==> src/rtl/prbs_link_pkg.sv <==
package prbs_link_pkg;

    // lane count and generator geometry
    localparam int NUM_LANES        = 2;
    localparam int PRBS_WIDTH       = 8;                  // bits out per clock
    localparam int PRBS_ORDER       = 7;                  // x^7 + x^6 + 1
    localparam logic [PRBS_ORDER-1:0] PRBS_SEED = '1;     // all ones after reset

    // line coding, 8 symbols of 10 bits per word
    localparam int SYMBOL_WIDTH     = 10;
    localparam int SYMBOLS_PER_WORD = 8;
    localparam int WORD_WIDTH       = SYMBOL_WIDTH * SYMBOLS_PER_WORD;

    // K28.5 as pad, control flag, data byte
    localparam logic [SYMBOL_WIDTH-1:0] COMMA_K28_5 = {1'b0, 1'b1, 8'hBC};

    // checker lock threshold, counter must hold the value itself
    localparam int LOCK_COUNT       = 16;
    localparam int LOCK_CNT_WIDTH   = 5;

    // one 10-bit line symbol, seen as a raw code or split into fields
    typedef union packed {
        logic [SYMBOL_WIDTH-1:0] raw;                     // for comma compare
        struct packed {
            logic                  pad;                   // always 0 here
            logic                  ctrl;                  // k flag
            logic [PRBS_WIDTH-1:0] data;                  // payload byte
        } fld;
    } lane_symbol_u;

    // eight serial PRBS7 steps in one go
    // returns {next state, generated byte}, first bit lands in the msb
    function automatic logic [PRBS_ORDER+PRBS_WIDTH-1:0] prbs7_step8(
        input logic [PRBS_ORDER-1:0] state_in
    );
        logic [PRBS_ORDER-1:0] s;
        logic [PRBS_WIDTH-1:0] b;
        logic                  fb;
        s  = state_in;
        b  = '0;
        fb = 1'b0;
        for (int i = PRBS_WIDTH - 1; i >= 0; i--)
        begin
            fb   = s[PRBS_ORDER-1] ^ s[PRBS_ORDER-2];     // taps 7 and 6
            b[i] = fb;                                    // msb first
            s    = {s[PRBS_ORDER-2:0], fb};               // s[0] is newest bit
        end
        return {s, b};
    endfunction

endpackage

==> src/rtl/prbs7_gen.sv <==
`timescale 1ns/10ps

module prbs7_gen (
    input  logic                                  rst_n_i,
    input  logic                                  q1_ln0_tx_clk,
    input  logic                                  gen_en_i,      // low holds the sequence
    output logic [prbs_link_pkg::PRBS_WIDTH-1:0]  prbs_byte_o    // shared by all lanes
);

    import prbs_link_pkg::*;

    logic [PRBS_ORDER-1:0]            state_q;     // lfsr state, s[0] newest
    logic [PRBS_ORDER+PRBS_WIDTH-1:0] step_pair;   // {next state, next byte}

    // next byte and state, one full byte per clock
    assign step_pair = prbs7_step8(state_q);

    // reset already presents the first seeded byte
    // so the first enabled edge moves on to byte two
    always_ff @(posedge q1_ln0_tx_clk or negedge rst_n_i)
    begin
        if (!rst_n_i)
        begin
            {state_q, prbs_byte_o} <= prbs7_step8(PRBS_SEED);   // constant after folding
        end
        else if (gen_en_i)
        begin
            {state_q, prbs_byte_o} <= step_pair;                // advance 8 bits
        end
    end

    // all-zero state would lock up the lfsr for good
    a_state_nonzero : assert property (
        @(posedge q1_ln0_tx_clk) disable iff (!rst_n_i)
        state_q != '0
    );

endmodule

==> src/rtl/prbs7_check.sv <==
`timescale 1ns/10ps

module prbs7_check (
    input  logic                                  rst_n_i,
    input  logic                                  q1_ln0_tx_clk,
    input  logic                                  link_i,        // low keeps checker cleared
    input  logic [prbs_link_pkg::PRBS_WIDTH-1:0]  rx_byte_i,     // selected rx byte
    output logic                                  lock_o
);

    import prbs_link_pkg::*;

    logic [PRBS_WIDTH-1:0]            prev_q;      // last received byte
    logic [PRBS_ORDER+PRBS_WIDTH-1:0] pred_pair;   // {state, byte} from prev
    logic [PRBS_WIDTH-1:0]            pred_byte;   // expected current byte
    logic                             mismatch;    // current byte is bad
    logic                             err_q;       // registered compare result
    logic [LOCK_CNT_WIDTH-1:0]        cnt_q;       // consecutive good bytes

    // self-synchronizing, the last 7 rx bits are the lfsr state
    assign pred_pair = prbs7_step8(prev_q[PRBS_ORDER-1:0]);
    assign pred_byte = pred_pair[PRBS_WIDTH-1:0];

    // 0x00 never occurs in prbs7 (max zero run is 6)
    // rejecting it keeps a dead line from faking lock on zeros
    assign mismatch = (rx_byte_i != pred_byte) || (rx_byte_i == '0);

    // history byte, payload only
    always_ff @(posedge q1_ln0_tx_clk)
    begin
        prev_q <= rx_byte_i;
    end

    // compare result, one cycle after the byte enters
    always_ff @(posedge q1_ln0_tx_clk or negedge rst_n_i)
    begin
        if (!rst_n_i)
        begin
            err_q <= 1'b1;                      // nothing good seen yet
        end
        else
        begin
            err_q <= mismatch;
        end
    end

    // good-byte counter, saturates at the lock threshold
    always_ff @(posedge q1_ln0_tx_clk or negedge rst_n_i)
    begin
        if (!rst_n_i)
        begin
            cnt_q <= '0;
        end
        else if (!link_i || err_q)
        begin
            cnt_q <= '0;                        // link down or bad byte restarts
        end
        else if (cnt_q != LOCK_CNT_WIDTH'(LOCK_COUNT))
        begin
            cnt_q <= cnt_q + 1'b1;
        end
    end

    // lock holds while the counter sits at the threshold
    assign lock_o = (cnt_q == LOCK_CNT_WIDTH'(LOCK_COUNT));

    // a low link clears lock by the next edge, so lock cannot rise meanwhile
    a_no_lock_without_link : assert property (
        @(posedge q1_ln0_tx_clk) disable iff (!rst_n_i)
        !link_i |=> !lock_o
    );

    a_cnt_in_range : assert property (
        @(posedge q1_ln0_tx_clk) disable iff (!rst_n_i)
        cnt_q <= LOCK_CNT_WIDTH'(LOCK_COUNT)
    );

endmodule

==> src/rtl/prbs_lane.sv <==
`timescale 1ns/10ps

module prbs_lane (
    input  logic                                  rst_n_i,
    input  logic                                  q1_ln0_tx_clk,
    input  logic [prbs_link_pkg::PRBS_WIDTH-1:0]  prbs_byte_i,   // from shared generator
    input  logic                                  link_i,        // word-align link level
    input  logic [prbs_link_pkg::WORD_WIDTH-1:0]  rx_word_i,     // looped back word
    output logic [prbs_link_pkg::WORD_WIDTH-1:0]  tx_word_o,     // comma + 7 data symbols
    output logic                                  lock_o
);

    import prbs_link_pkg::*;

    lane_symbol_u                  tx_sym;     // padded data symbol for tx
    lane_symbol_u                  rx_sym0;    // lowest rx symbol
    lane_symbol_u                  rx_sym1;    // next rx symbol
    logic [2*SYMBOL_WIDTH-1:0]     rx_low_q;   // only symbols 0 and 1 matter
    logic [PRBS_WIDTH-1:0]         rx_byte;    // byte fed to the checker

    // data symbol, plain byte with pad and k flag low
    always_comb
    begin
        tx_sym.fld.pad  = 1'b0;
        tx_sym.fld.ctrl = 1'b0;
        tx_sym.fld.data = prbs_byte_i;
    end

    // tx word, comma in the top slot then 7 copies of the byte
    always_ff @(posedge q1_ln0_tx_clk or negedge rst_n_i)
    begin
        if (!rst_n_i)
        begin
            tx_word_o <= '0;                                    // idle until first byte
        end
        else
        begin
            tx_word_o <= {COMMA_K28_5, {(SYMBOLS_PER_WORD-1){tx_sym.raw}}};
        end
    end

    // rx capture, the comma can land in slot 0 after a symbol slip
    // so the two lowest symbols are all that is needed
    always_ff @(posedge q1_ln0_tx_clk)
    begin
        rx_low_q <= rx_word_i[2*SYMBOL_WIDTH-1:0];
    end

    assign rx_sym0 = rx_low_q[SYMBOL_WIDTH-1:0];
    assign rx_sym1 = rx_low_q[2*SYMBOL_WIDTH-1:SYMBOL_WIDTH];

    // comma in slot 0 means data starts at slot 1
    always_comb
    begin
        if (rx_sym0.raw == COMMA_K28_5)
        begin
            rx_byte = rx_sym1.fld.data;
        end
        else
        begin
            rx_byte = rx_sym0.fld.data;                         // straight alignment
        end
    end

    prbs7_check u_check (
        .rst_n_i       (rst_n_i),
        .q1_ln0_tx_clk (q1_ln0_tx_clk),
        .link_i        (link_i),
        .rx_byte_i     (rx_byte),
        .lock_o        (lock_o)
    );

endmodule

==> src/rtl/link_status.sv <==
`timescale 1ns/10ps

module link_status (
    input  logic                                  rst_n_i,
    input  logic                                  q1_ln0_tx_clk,
    input  logic [prbs_link_pkg::NUM_LANES-1:0]   lane_lock_i,   // raw checker locks
    output logic [prbs_link_pkg::NUM_LANES-1:0]   lock_o,        // registered per lane
    output logic                                  all_lock_o,    // every lane locked
    output logic [prbs_link_pkg::NUM_LANES-1:0]   lost_lock_o    // sticky until reset
);

    import prbs_link_pkg::*;

    logic [NUM_LANES-1:0] lock_q;     // also the previous lock value
    logic [NUM_LANES-1:0] lost_q;
    logic [NUM_LANES-1:0] lock_fall;  // lock went 1 -> 0
    logic                 all_lock_q;

    // falling edge against the registered copy
    assign lock_fall = lock_q & ~lane_lock_i;

    always_ff @(posedge q1_ln0_tx_clk or negedge rst_n_i)
    begin
        if (!rst_n_i)
        begin
            lock_q     <= '0;
            lost_q     <= '0;
            all_lock_q <= 1'b0;
        end
        else
        begin
            lock_q     <= lane_lock_i;
            lost_q     <= lost_q | lock_fall;      // set only, reset clears
            all_lock_q <= &lock_q;                 // and of registered locks
        end
    end

    assign lock_o      = lock_q;
    assign all_lock_o  = all_lock_q;
    assign lost_lock_o = lost_q;

    // a raised loss flag has to survive until the next reset
    a_lost_sticky : assert property (
        @(posedge q1_ln0_tx_clk) disable iff (!rst_n_i)
        (lost_q & $past(lost_q)) == $past(lost_q)
    );

endmodule

==> src/rtl/prbs_link_top.sv <==
`timescale 1ns/10ps

module prbs_link_top (
    input  logic                                  rst_n_i,
    input  logic                                  q1_ln0_tx_clk,  // single clock for tx and rx
    input  logic                                  gen_en_i,       // generator run level
    input  logic [prbs_link_pkg::NUM_LANES-1:0]   rx_link_i,      // per-lane link level
    input  logic [prbs_link_pkg::NUM_LANES*prbs_link_pkg::WORD_WIDTH-1:0] rx_word_i,
    output logic [prbs_link_pkg::NUM_LANES*prbs_link_pkg::WORD_WIDTH-1:0] tx_word_o,
    output logic [prbs_link_pkg::NUM_LANES-1:0]   lock_o,
    output logic                                  all_lock_o,
    output logic [prbs_link_pkg::NUM_LANES-1:0]   lost_lock_o
);

    import prbs_link_pkg::*;

    logic [PRBS_WIDTH-1:0] prbs_byte;   // one byte per clock to every lane
    logic [NUM_LANES-1:0]  lane_lock;   // raw checker locks

    // one generator feeds all lanes
    prbs7_gen u_gen (
        .rst_n_i       (rst_n_i),
        .q1_ln0_tx_clk (q1_ln0_tx_clk),
        .gen_en_i      (gen_en_i),
        .prbs_byte_o   (prbs_byte)
    );

    // lane l owns word slice l of the flat buses
    for (genvar l = 0; l < NUM_LANES; l++)
    begin : g_lane
        prbs_lane u_lane (
            .rst_n_i       (rst_n_i),
            .q1_ln0_tx_clk (q1_ln0_tx_clk),
            .prbs_byte_i   (prbs_byte),
            .link_i        (rx_link_i[l]),
            .rx_word_i     (rx_word_i[l*WORD_WIDTH +: WORD_WIDTH]),
            .tx_word_o     (tx_word_o[l*WORD_WIDTH +: WORD_WIDTH]),
            .lock_o        (lane_lock[l])
        );
    end

    // lock collection and sticky loss flags
    link_status u_status (
        .rst_n_i       (rst_n_i),
        .q1_ln0_tx_clk (q1_ln0_tx_clk),
        .lane_lock_i   (lane_lock),
        .lock_o        (lock_o),
        .all_lock_o    (all_lock_o),
        .lost_lock_o   (lost_lock_o)
    );

endmodule

==> config.mk <==
export PLATFORM = sky130hd
export DESIGN_NAME = prbs_link_top
export DESIGN_NICKNAME = d
export VERILOG_FILES = /design/src/rtl/prbs_link_pkg.sv /design/src/rtl/prbs7_gen.sv /design/src/rtl/prbs7_check.sv /design/src/rtl/prbs_lane.sv /design/src/rtl/link_status.sv /design/src/rtl/prbs_link_top.sv
export SDC_FILE = /design/constraint.sdc
export NUM_CORES = 1
export LEC_CHECK = 0
export CORE_AREA = 5 5 125 127
export CTS_CLUSTER_SIZE = 25
export DETAILED_ROUTE_END_ITERATION = 12
export DIE_AREA = 0 0 130 132
export DONT_BUFFER_PORTS = 1
export REMOVE_ABC_BUFFERS = 1
export SLEW_MARGIN = 30
export SYNTH_ARGS = -nofsm -noshare
export SYNTH_HDL_FRONTEND = slang
export SYNTH_SLANG_ARGS = --single-unit
==> constraint.sdc <==
create_clock -name q1_ln0_tx_clk -period 2.6 [get_ports q1_ln0_tx_clk]
set_clock_uncertainty 0.2 [all_clocks]
set_input_delay 0.13 -clock q1_ln0_tx_clk [delete_from_list [all_inputs] [get_ports q1_ln0_tx_clk]]
set_output_delay 0.13 -clock q1_ln0_tx_clk [all_outputs]
set_load 0.005 [all_outputs]
Word-level counts from Yosys, hierarchy flattened --
Index checks and enable logic that the tools add are counted.
Word-level totals: register bits 139, input port bits 165
Operators by class: reduce and logical (&&, ||, !) cells 11, bitwise logic cells 27, $add $sub $neg 2, muxes and demuxes 6, equality and inequality tests 8
Operators with widths (number):
- $xor A1 B1 Y1 | 24
- $eq A10 B9 Y1 const B | 2
- $mux W5 | 4
- $logic_not A8 Y1 | 2
- $mux W8 | 2
- $ne A8 B8 Y1 | 2
- $add A5 B1 Y5 const B | 2
- $eq A5 B5 Y1 const B | 2
- $ne A5 B5 Y1 const B | 2
- $logic_or A1 B1 Y1 | 4
- $reduce_bool A2 Y1 | 2
- $and A2 B2 Y2 | 1
- $logic_not A1 Y1 | 2
- $not A2 Y2 | 1
- $or A2 B2 Y2 | 1
- $reduce_and A2 Y1 | 1

Longest topological paths before layout --
depth in word-level cells 4, gate-level depth with buffers 7, depth with buffers taken out 6

By module --
A second synthesis with hierarchy kept.
Second synthesis, totals: cells, all modules 388, area total of the unflattened synthesis 4331.7 um^2
By module, submodules not included:
- prbs_lane at g_lane[1].u_lane | area each 1285.0 um^2, seq. area each 585.6 um^2, cells an instance 114, times used 1
- prbs_lane at g_lane[0].u_lane | area each 1268.7 um^2, seq. area each 585.6 um^2, cells an instance 114, times used 1
- prbs7_check at g_lane[1].u_lane.u_check | area each 649.4 um^2, seq. area each 291.5 um^2, cells an instance 61, times used 1
- prbs7_check at g_lane[0].u_lane.u_check | area each 606.8 um^2, seq. area each 291.5 um^2, cells an instance 57, times used 1
- prbs7_gen | area each 367.9 um^2, seq. area each 201.4 um^2, cells an instance 32, times used 1
- link_status | area each 153.9 um^2, seq. area each 125.1 um^2, cells an instance 10, times used 1

Worst setup path after synthesis --
No wires, ideal clock.
path type reg2reg, start point register g_lane[0].u_lane.rx_low_q[0], end point register g_lane[0].u_lane.u_check.err_q, slack 0.344 ns, setup time 0.092 ns, cell stages (with the launch flop) 8, clock period less this slack 2.256 ns, arrival time 1.964 ns, cells stage by stage dfxtp_1 -> or4b_1 -> buf_2 -> o41ai_1 -> xnor2_1 -> nand2_1 -> nor4b_1 -> nand4_1
Between the ends: longest elaborated chain between the ends 4
Ends and longest elaborated chain:
- from (decl) | line prbs_lane.sv:18 | logic [2*SYMBOL_WIDTH-1:0] rx_low_q;
- from (signal assigned) | line prbs_lane.sv:46 | rx_low_q <= rx_word_i[2*SYMBOL_WIDTH-1:0];
- $eq A10 B9 Y1 | line prbs_lane.sv:55 | if (rx_sym0.raw == COMMA_K28_5)
- $mux W8 * | line prbs_lane.sv:55
- $ne A8 B8 Y1 / $logic_not A8 Y1 (equally long branches) | line prbs7_check.sv:26 | assign mismatch = (rx_byte_i != pred_byte) || (rx_byte_i == '0);
- $logic_or A1 B1 Y1 * | line prbs7_check.sv:26
- via g_lane[0].u_lane.u_check.mismatch | line prbs7_check.sv:16 | logic mismatch;
- to (signal assigned) | line prbs7_check.sv:43 | err_q <= mismatch;
- to (decl) | line prbs7_check.sv:17 | logic err_q;
The timed path passes the listed nets; every way through them passes the cells marked *. A chain may end at the register's enable or synchronous reset.

Worst setup path after layout --
start point register g_lane[0].u_lane.rx_low_q[0], end point register g_lane[0].u_lane.u_check.err_q
Between the ends: longest elaborated chain between the ends 4
Ends and longest elaborated chain:
- $eq A10 B9 Y1 | line prbs_lane.sv:55
- $mux W8 * | line prbs_lane.sv:55
- via g_lane[0].u_lane.rx_byte[0] | line prbs_lane.sv:19 | logic [PRBS_WIDTH-1:0] rx_byte;
- $ne A8 B8 Y1 / $logic_not A8 Y1 (equally long branches) | line prbs7_check.sv:26
- $logic_or A1 B1 Y1 * | line prbs7_check.sv:26
- via g_lane[0].u_lane.u_check.mismatch | line prbs7_check.sv:16
Marked as above.

==> flow_metrics.env <==
export IMPL_fmax_ghz=0.416
export IMPL_hold_viol=0
export IMPL_num_rows=44
export IMPL_worstMarginPinSlew_ns=0.772
export IMPL_cts_sinks=84
export IMPL_die_height_um=132
export IMPL_hp_class="primary input to async pin"
export IMPL_cp_arrival_ns=2.45
export IMPL_yosysWarnings=0
export IMPL_synth_edf_count=0
export IMPL_clockBufferDepth=2
export IMPL_crit_end="g_lane[0].u_lane.u_check.err_q"
export IMPL_min_period_ns=2.41
export IMPL_rsz0062_at_grt="false"
export IMPL_intPower_mw=2.50
export IMPL_cts_root_buf="clkbuf_16"
export IMPL_gp_congestion=0.790
export IMPL_r2r_end="g_lane[0].u_lane.u_check.err_q"
export IMPL_nets=511
export IMPL_start_util_pct=29.1
export IMPL_num_vias=2112
export IMPL_crit_type="flip-flop to flip-flop"
export IMPL_power_switching_mw=1.23
export IMPL_ir_drop_mv=0.529
export IMPL_core_area_um2=14300
export IMPL_port_buffers=0
export IMPL_path_clk_slew_ns=0.06
export IMPL_areaGrowthSynthToFinish_pct=-0.301
export IMPL_setup_violations_final=0
export IMPL_drtAntennaViolNets=0
export IMPL_synth_seq_cells=84
export IMPL_slew_violations=0
export IMPL_place_hpwl_um=5420
export IMPL_postSynthCellCount=406
export IMPL_num_io_pins=330
export IMPL_pwr_share_comb_pct=9.7
export IMPL_ys_types=50
export IMPL_fin_crit_sh_pct=92.5
export IMPL_fin_ws_ns=0.194
export IMPL_antenna_found_initial=0
export IMPL_p_leak_nw=1.71
export IMPL_grt_pass1_wl_um=11400
export IMPL_numCtsBuffers=9
export IMPL_routed_wirelength_um=7510
export IMPL_post_cts_setup_buffers=0
export IMPL_final_cell_mix="dfxtp_1, dlygate4sd3_1, conb_1"
export IMPL_clock_latency_ns=0.34
export IMPL_start_kind="flip-flop"
export IMPL_critPathLaunch="g_lane[0].u_lane.rx_low_q[0]"
export IMPL_yosysSeqAreaShare_pct=44.6
export IMPL_layout_commonest_cell="dfxtp_1"
export IMPL_power_share_clock_pct=35.6
export IMPL_grt_pass1_vias=2163
export IMPL_firstDrtPassIters=4
export IMPL_cap_viol_max_count=0
export IMPL_cts_tree="built"
export IMPL_powerDensity_nw_per_um2=899
export IMPL_overflow=0
export IMPL_place_ws_ns=0.0729
export IMPL_worstSetupEndpointType="flip-flop"
export IMPL_pwr_share_seq_pct=54.6
export IMPL_ff2ff_path_depth=6
export IMPL_nFillCells=1464
export IMPL_die_w_um=130
export IMPL_grt_usage_pct=8.80
export IMPL_die_area_um2=17200
export IMPL_grt_max_degree=35
export IMPL_htree_levels=3
export IMPL_status="complete, no violations"
export IMPL_synth_cell_area_um2=4160
export IMPL_via_per_inst=3.98
export IMPL_drive_gt1_share_pct=10.4
export IMPL_drc=0
export IMPL_final_setup_tns_ns=0
export IMPL_slew_headroom_pct=48.6
export IMPL_synthArstFlopShare_pct=40.5
export IMPL_synth_flop_cell="dfxtp_1"
export IMPL_cp_max_fo=7
export IMPL_reg2reg_slack_ns=0.19
export IMPL_postSynthAreaPerCell_um2=10.2
export IMPL_required_ns=2.64
export IMPL_route_detailed_wl_per_inst_um=14.1
export IMPL_dr_first_iter_drc_count=53
export IMPL_power_switching_share_pct=33.0
export IMPL_reg2reg_from="g_lane[0].u_lane.rx_low_q[0]"
export IMPL_num_antenna_cells=0
==> cells by family (layout without fill, tap and decap cells) <==
kind of cell / after synthesis / after routing / share of synthesized area, %
buffers and inverters: 173 / 79 / 29.3
DFF: 84 / 84 / 44.6
and+or+nand+nor: 65 / 65 / 9.09
xor gates and xnor gates: 38 / 38 / 8.00
AOI/OAI and AO/OA: 33 / 33 / 5.87
muxes: 7 / 7 / 1.77
adders and majority gates: 4 / 4 / 1.20
other: 2 / 37 / 0.181
==> synthesized netlist by cell type (4+ instances only) <==
| library cell | n | area (um2) |
|---|---|---|
| nand3_1 | 9 | 45.0 |
| nand2_1 | 6 | 22.5 |
| mux2i_1 | 4 | 40.0 |
| o21bai_1 | 4 | 30.0 |
| xnor2_1 | 26 | 228 |
| a21oi_1 | 8 | 40.0 |
| dfrtp_1 | 31 | 776 |
| xor2_1 | 12 | 105 |
| dfxtp_1 | 50 | 1000 |
| nor2_1 | 18 | 67.6 |
| ha_1 | 4 | 50.1 |
| inv_1 | 18 | 67.6 |
| buf_4 | 151 | 1130 |
| nor4bb_1 | 4 | 40.0 |
==> area by class of cell <==
| type | count | area (um2) | area share [%] |
|---|---|---|---|
| multi-input combinational | 184 | 1220 | 29.5 |
| inverter | 18 | 67.6 | 1.63 |
| clock inverter | 6 | 66.3 | 1.60 |
| clock buffer | 10 | 250 | 6.03 |
| sequential | 84 | 1860 | 44.9 |
| timing repair buffer | 45 | 450 | 10.9 |
| tap | 184 | 230 | 5.55 |
==> stage by stage <==
stage          instance area, um2  utilization, %  instances  total power [mW]  hold slack, ns
6_report                     4150            29.0        531              3.73          0.0426
5_1_grt                      4150            29.0        531              4.03          0.0485
4_1_cts                      4140            28.9        531              3.81          0.0342
3_5_place_dp                 3400            23.8        474              2.38          -0.365
3_3_place_gp                 3400            23.8        474              2.37          -0.365
2_1_floorplan                3140               -        286              2.19          -0.366
==> how the worst min path moves through the flow <==
stage,from,end,cells past startpoint
floorplan,rst_n_i,g_lane[0].u_lane.u_check.cnt_q[0],0
global placement,rst_n_i,u_status.lock_o[0],0
detailed placement,rst_n_i,u_status.lock_o[0],0
CTS,rst_n_i,u_status.lock_o[0],2
global route,rst_n_i,g_lane[0].u_lane.u_check.cnt_q[0],2
finish,rst_n_i,g_lane[0].u_lane.u_check.cnt_q[0],2
==> metal layers <==
layer | wire length [um] | vias to the layer above | track usage [%]
met3 | 1350 | 18 | 7.33
met2 | 3600 | 140 | 14.5
li1 | - | 1005 | -
met5 | 0 | - | 0
met4 | 131 | 0 | 3.46
met1 | 2440 | 949 | 7.80
==> flip-flops by register name, summed over array words and instances, names as in the netlist <==
name,flops
g_lane.u_lane.tx_word_o,9
u_status.all_lock_o,1
g_lane.u_lane.u_check.err_q,2
g_lane.u_lane.rx_low_q,36
u_gen.prbs_byte_o,2
u_status.lock_o,2
g_lane.u_lane.u_check.cnt_q,10
g_lane.u_lane.u_check.prev_q,14
u_status.lost_lock_o,2
u_gen.state_q,6
==> worst max-delay path, stage by stage, from the launching register on <==
cell and delay, ns:
dfxtp_1 0.32, or4b_4 0.60, o31ai_1 0.50, xor2_1 0.15, or2_2 0.30, mux2i_1 0.12, nand4_1 0.13
==> what timing repair did <==
action,CTS,global route
resized for setup,0,1
endpoints found under the hold margin,88,0
setup endpoints to repair,0,1
hold buffers,41,0
==> power by group through the flow <==
stage	sequential (mW)	clock (mW)	combinational (mW)
after CTS	2.06	1.38	0.365
after detailed placement	2.09	0	0.296
final	2.04	1.33	0.363
after floorplan	1.92	0	0.264
after global placement	2.08	0	0.292
after global routing	2.19	1.43	0.417
No activity file was read; power rests on OpenSTA's default activity.
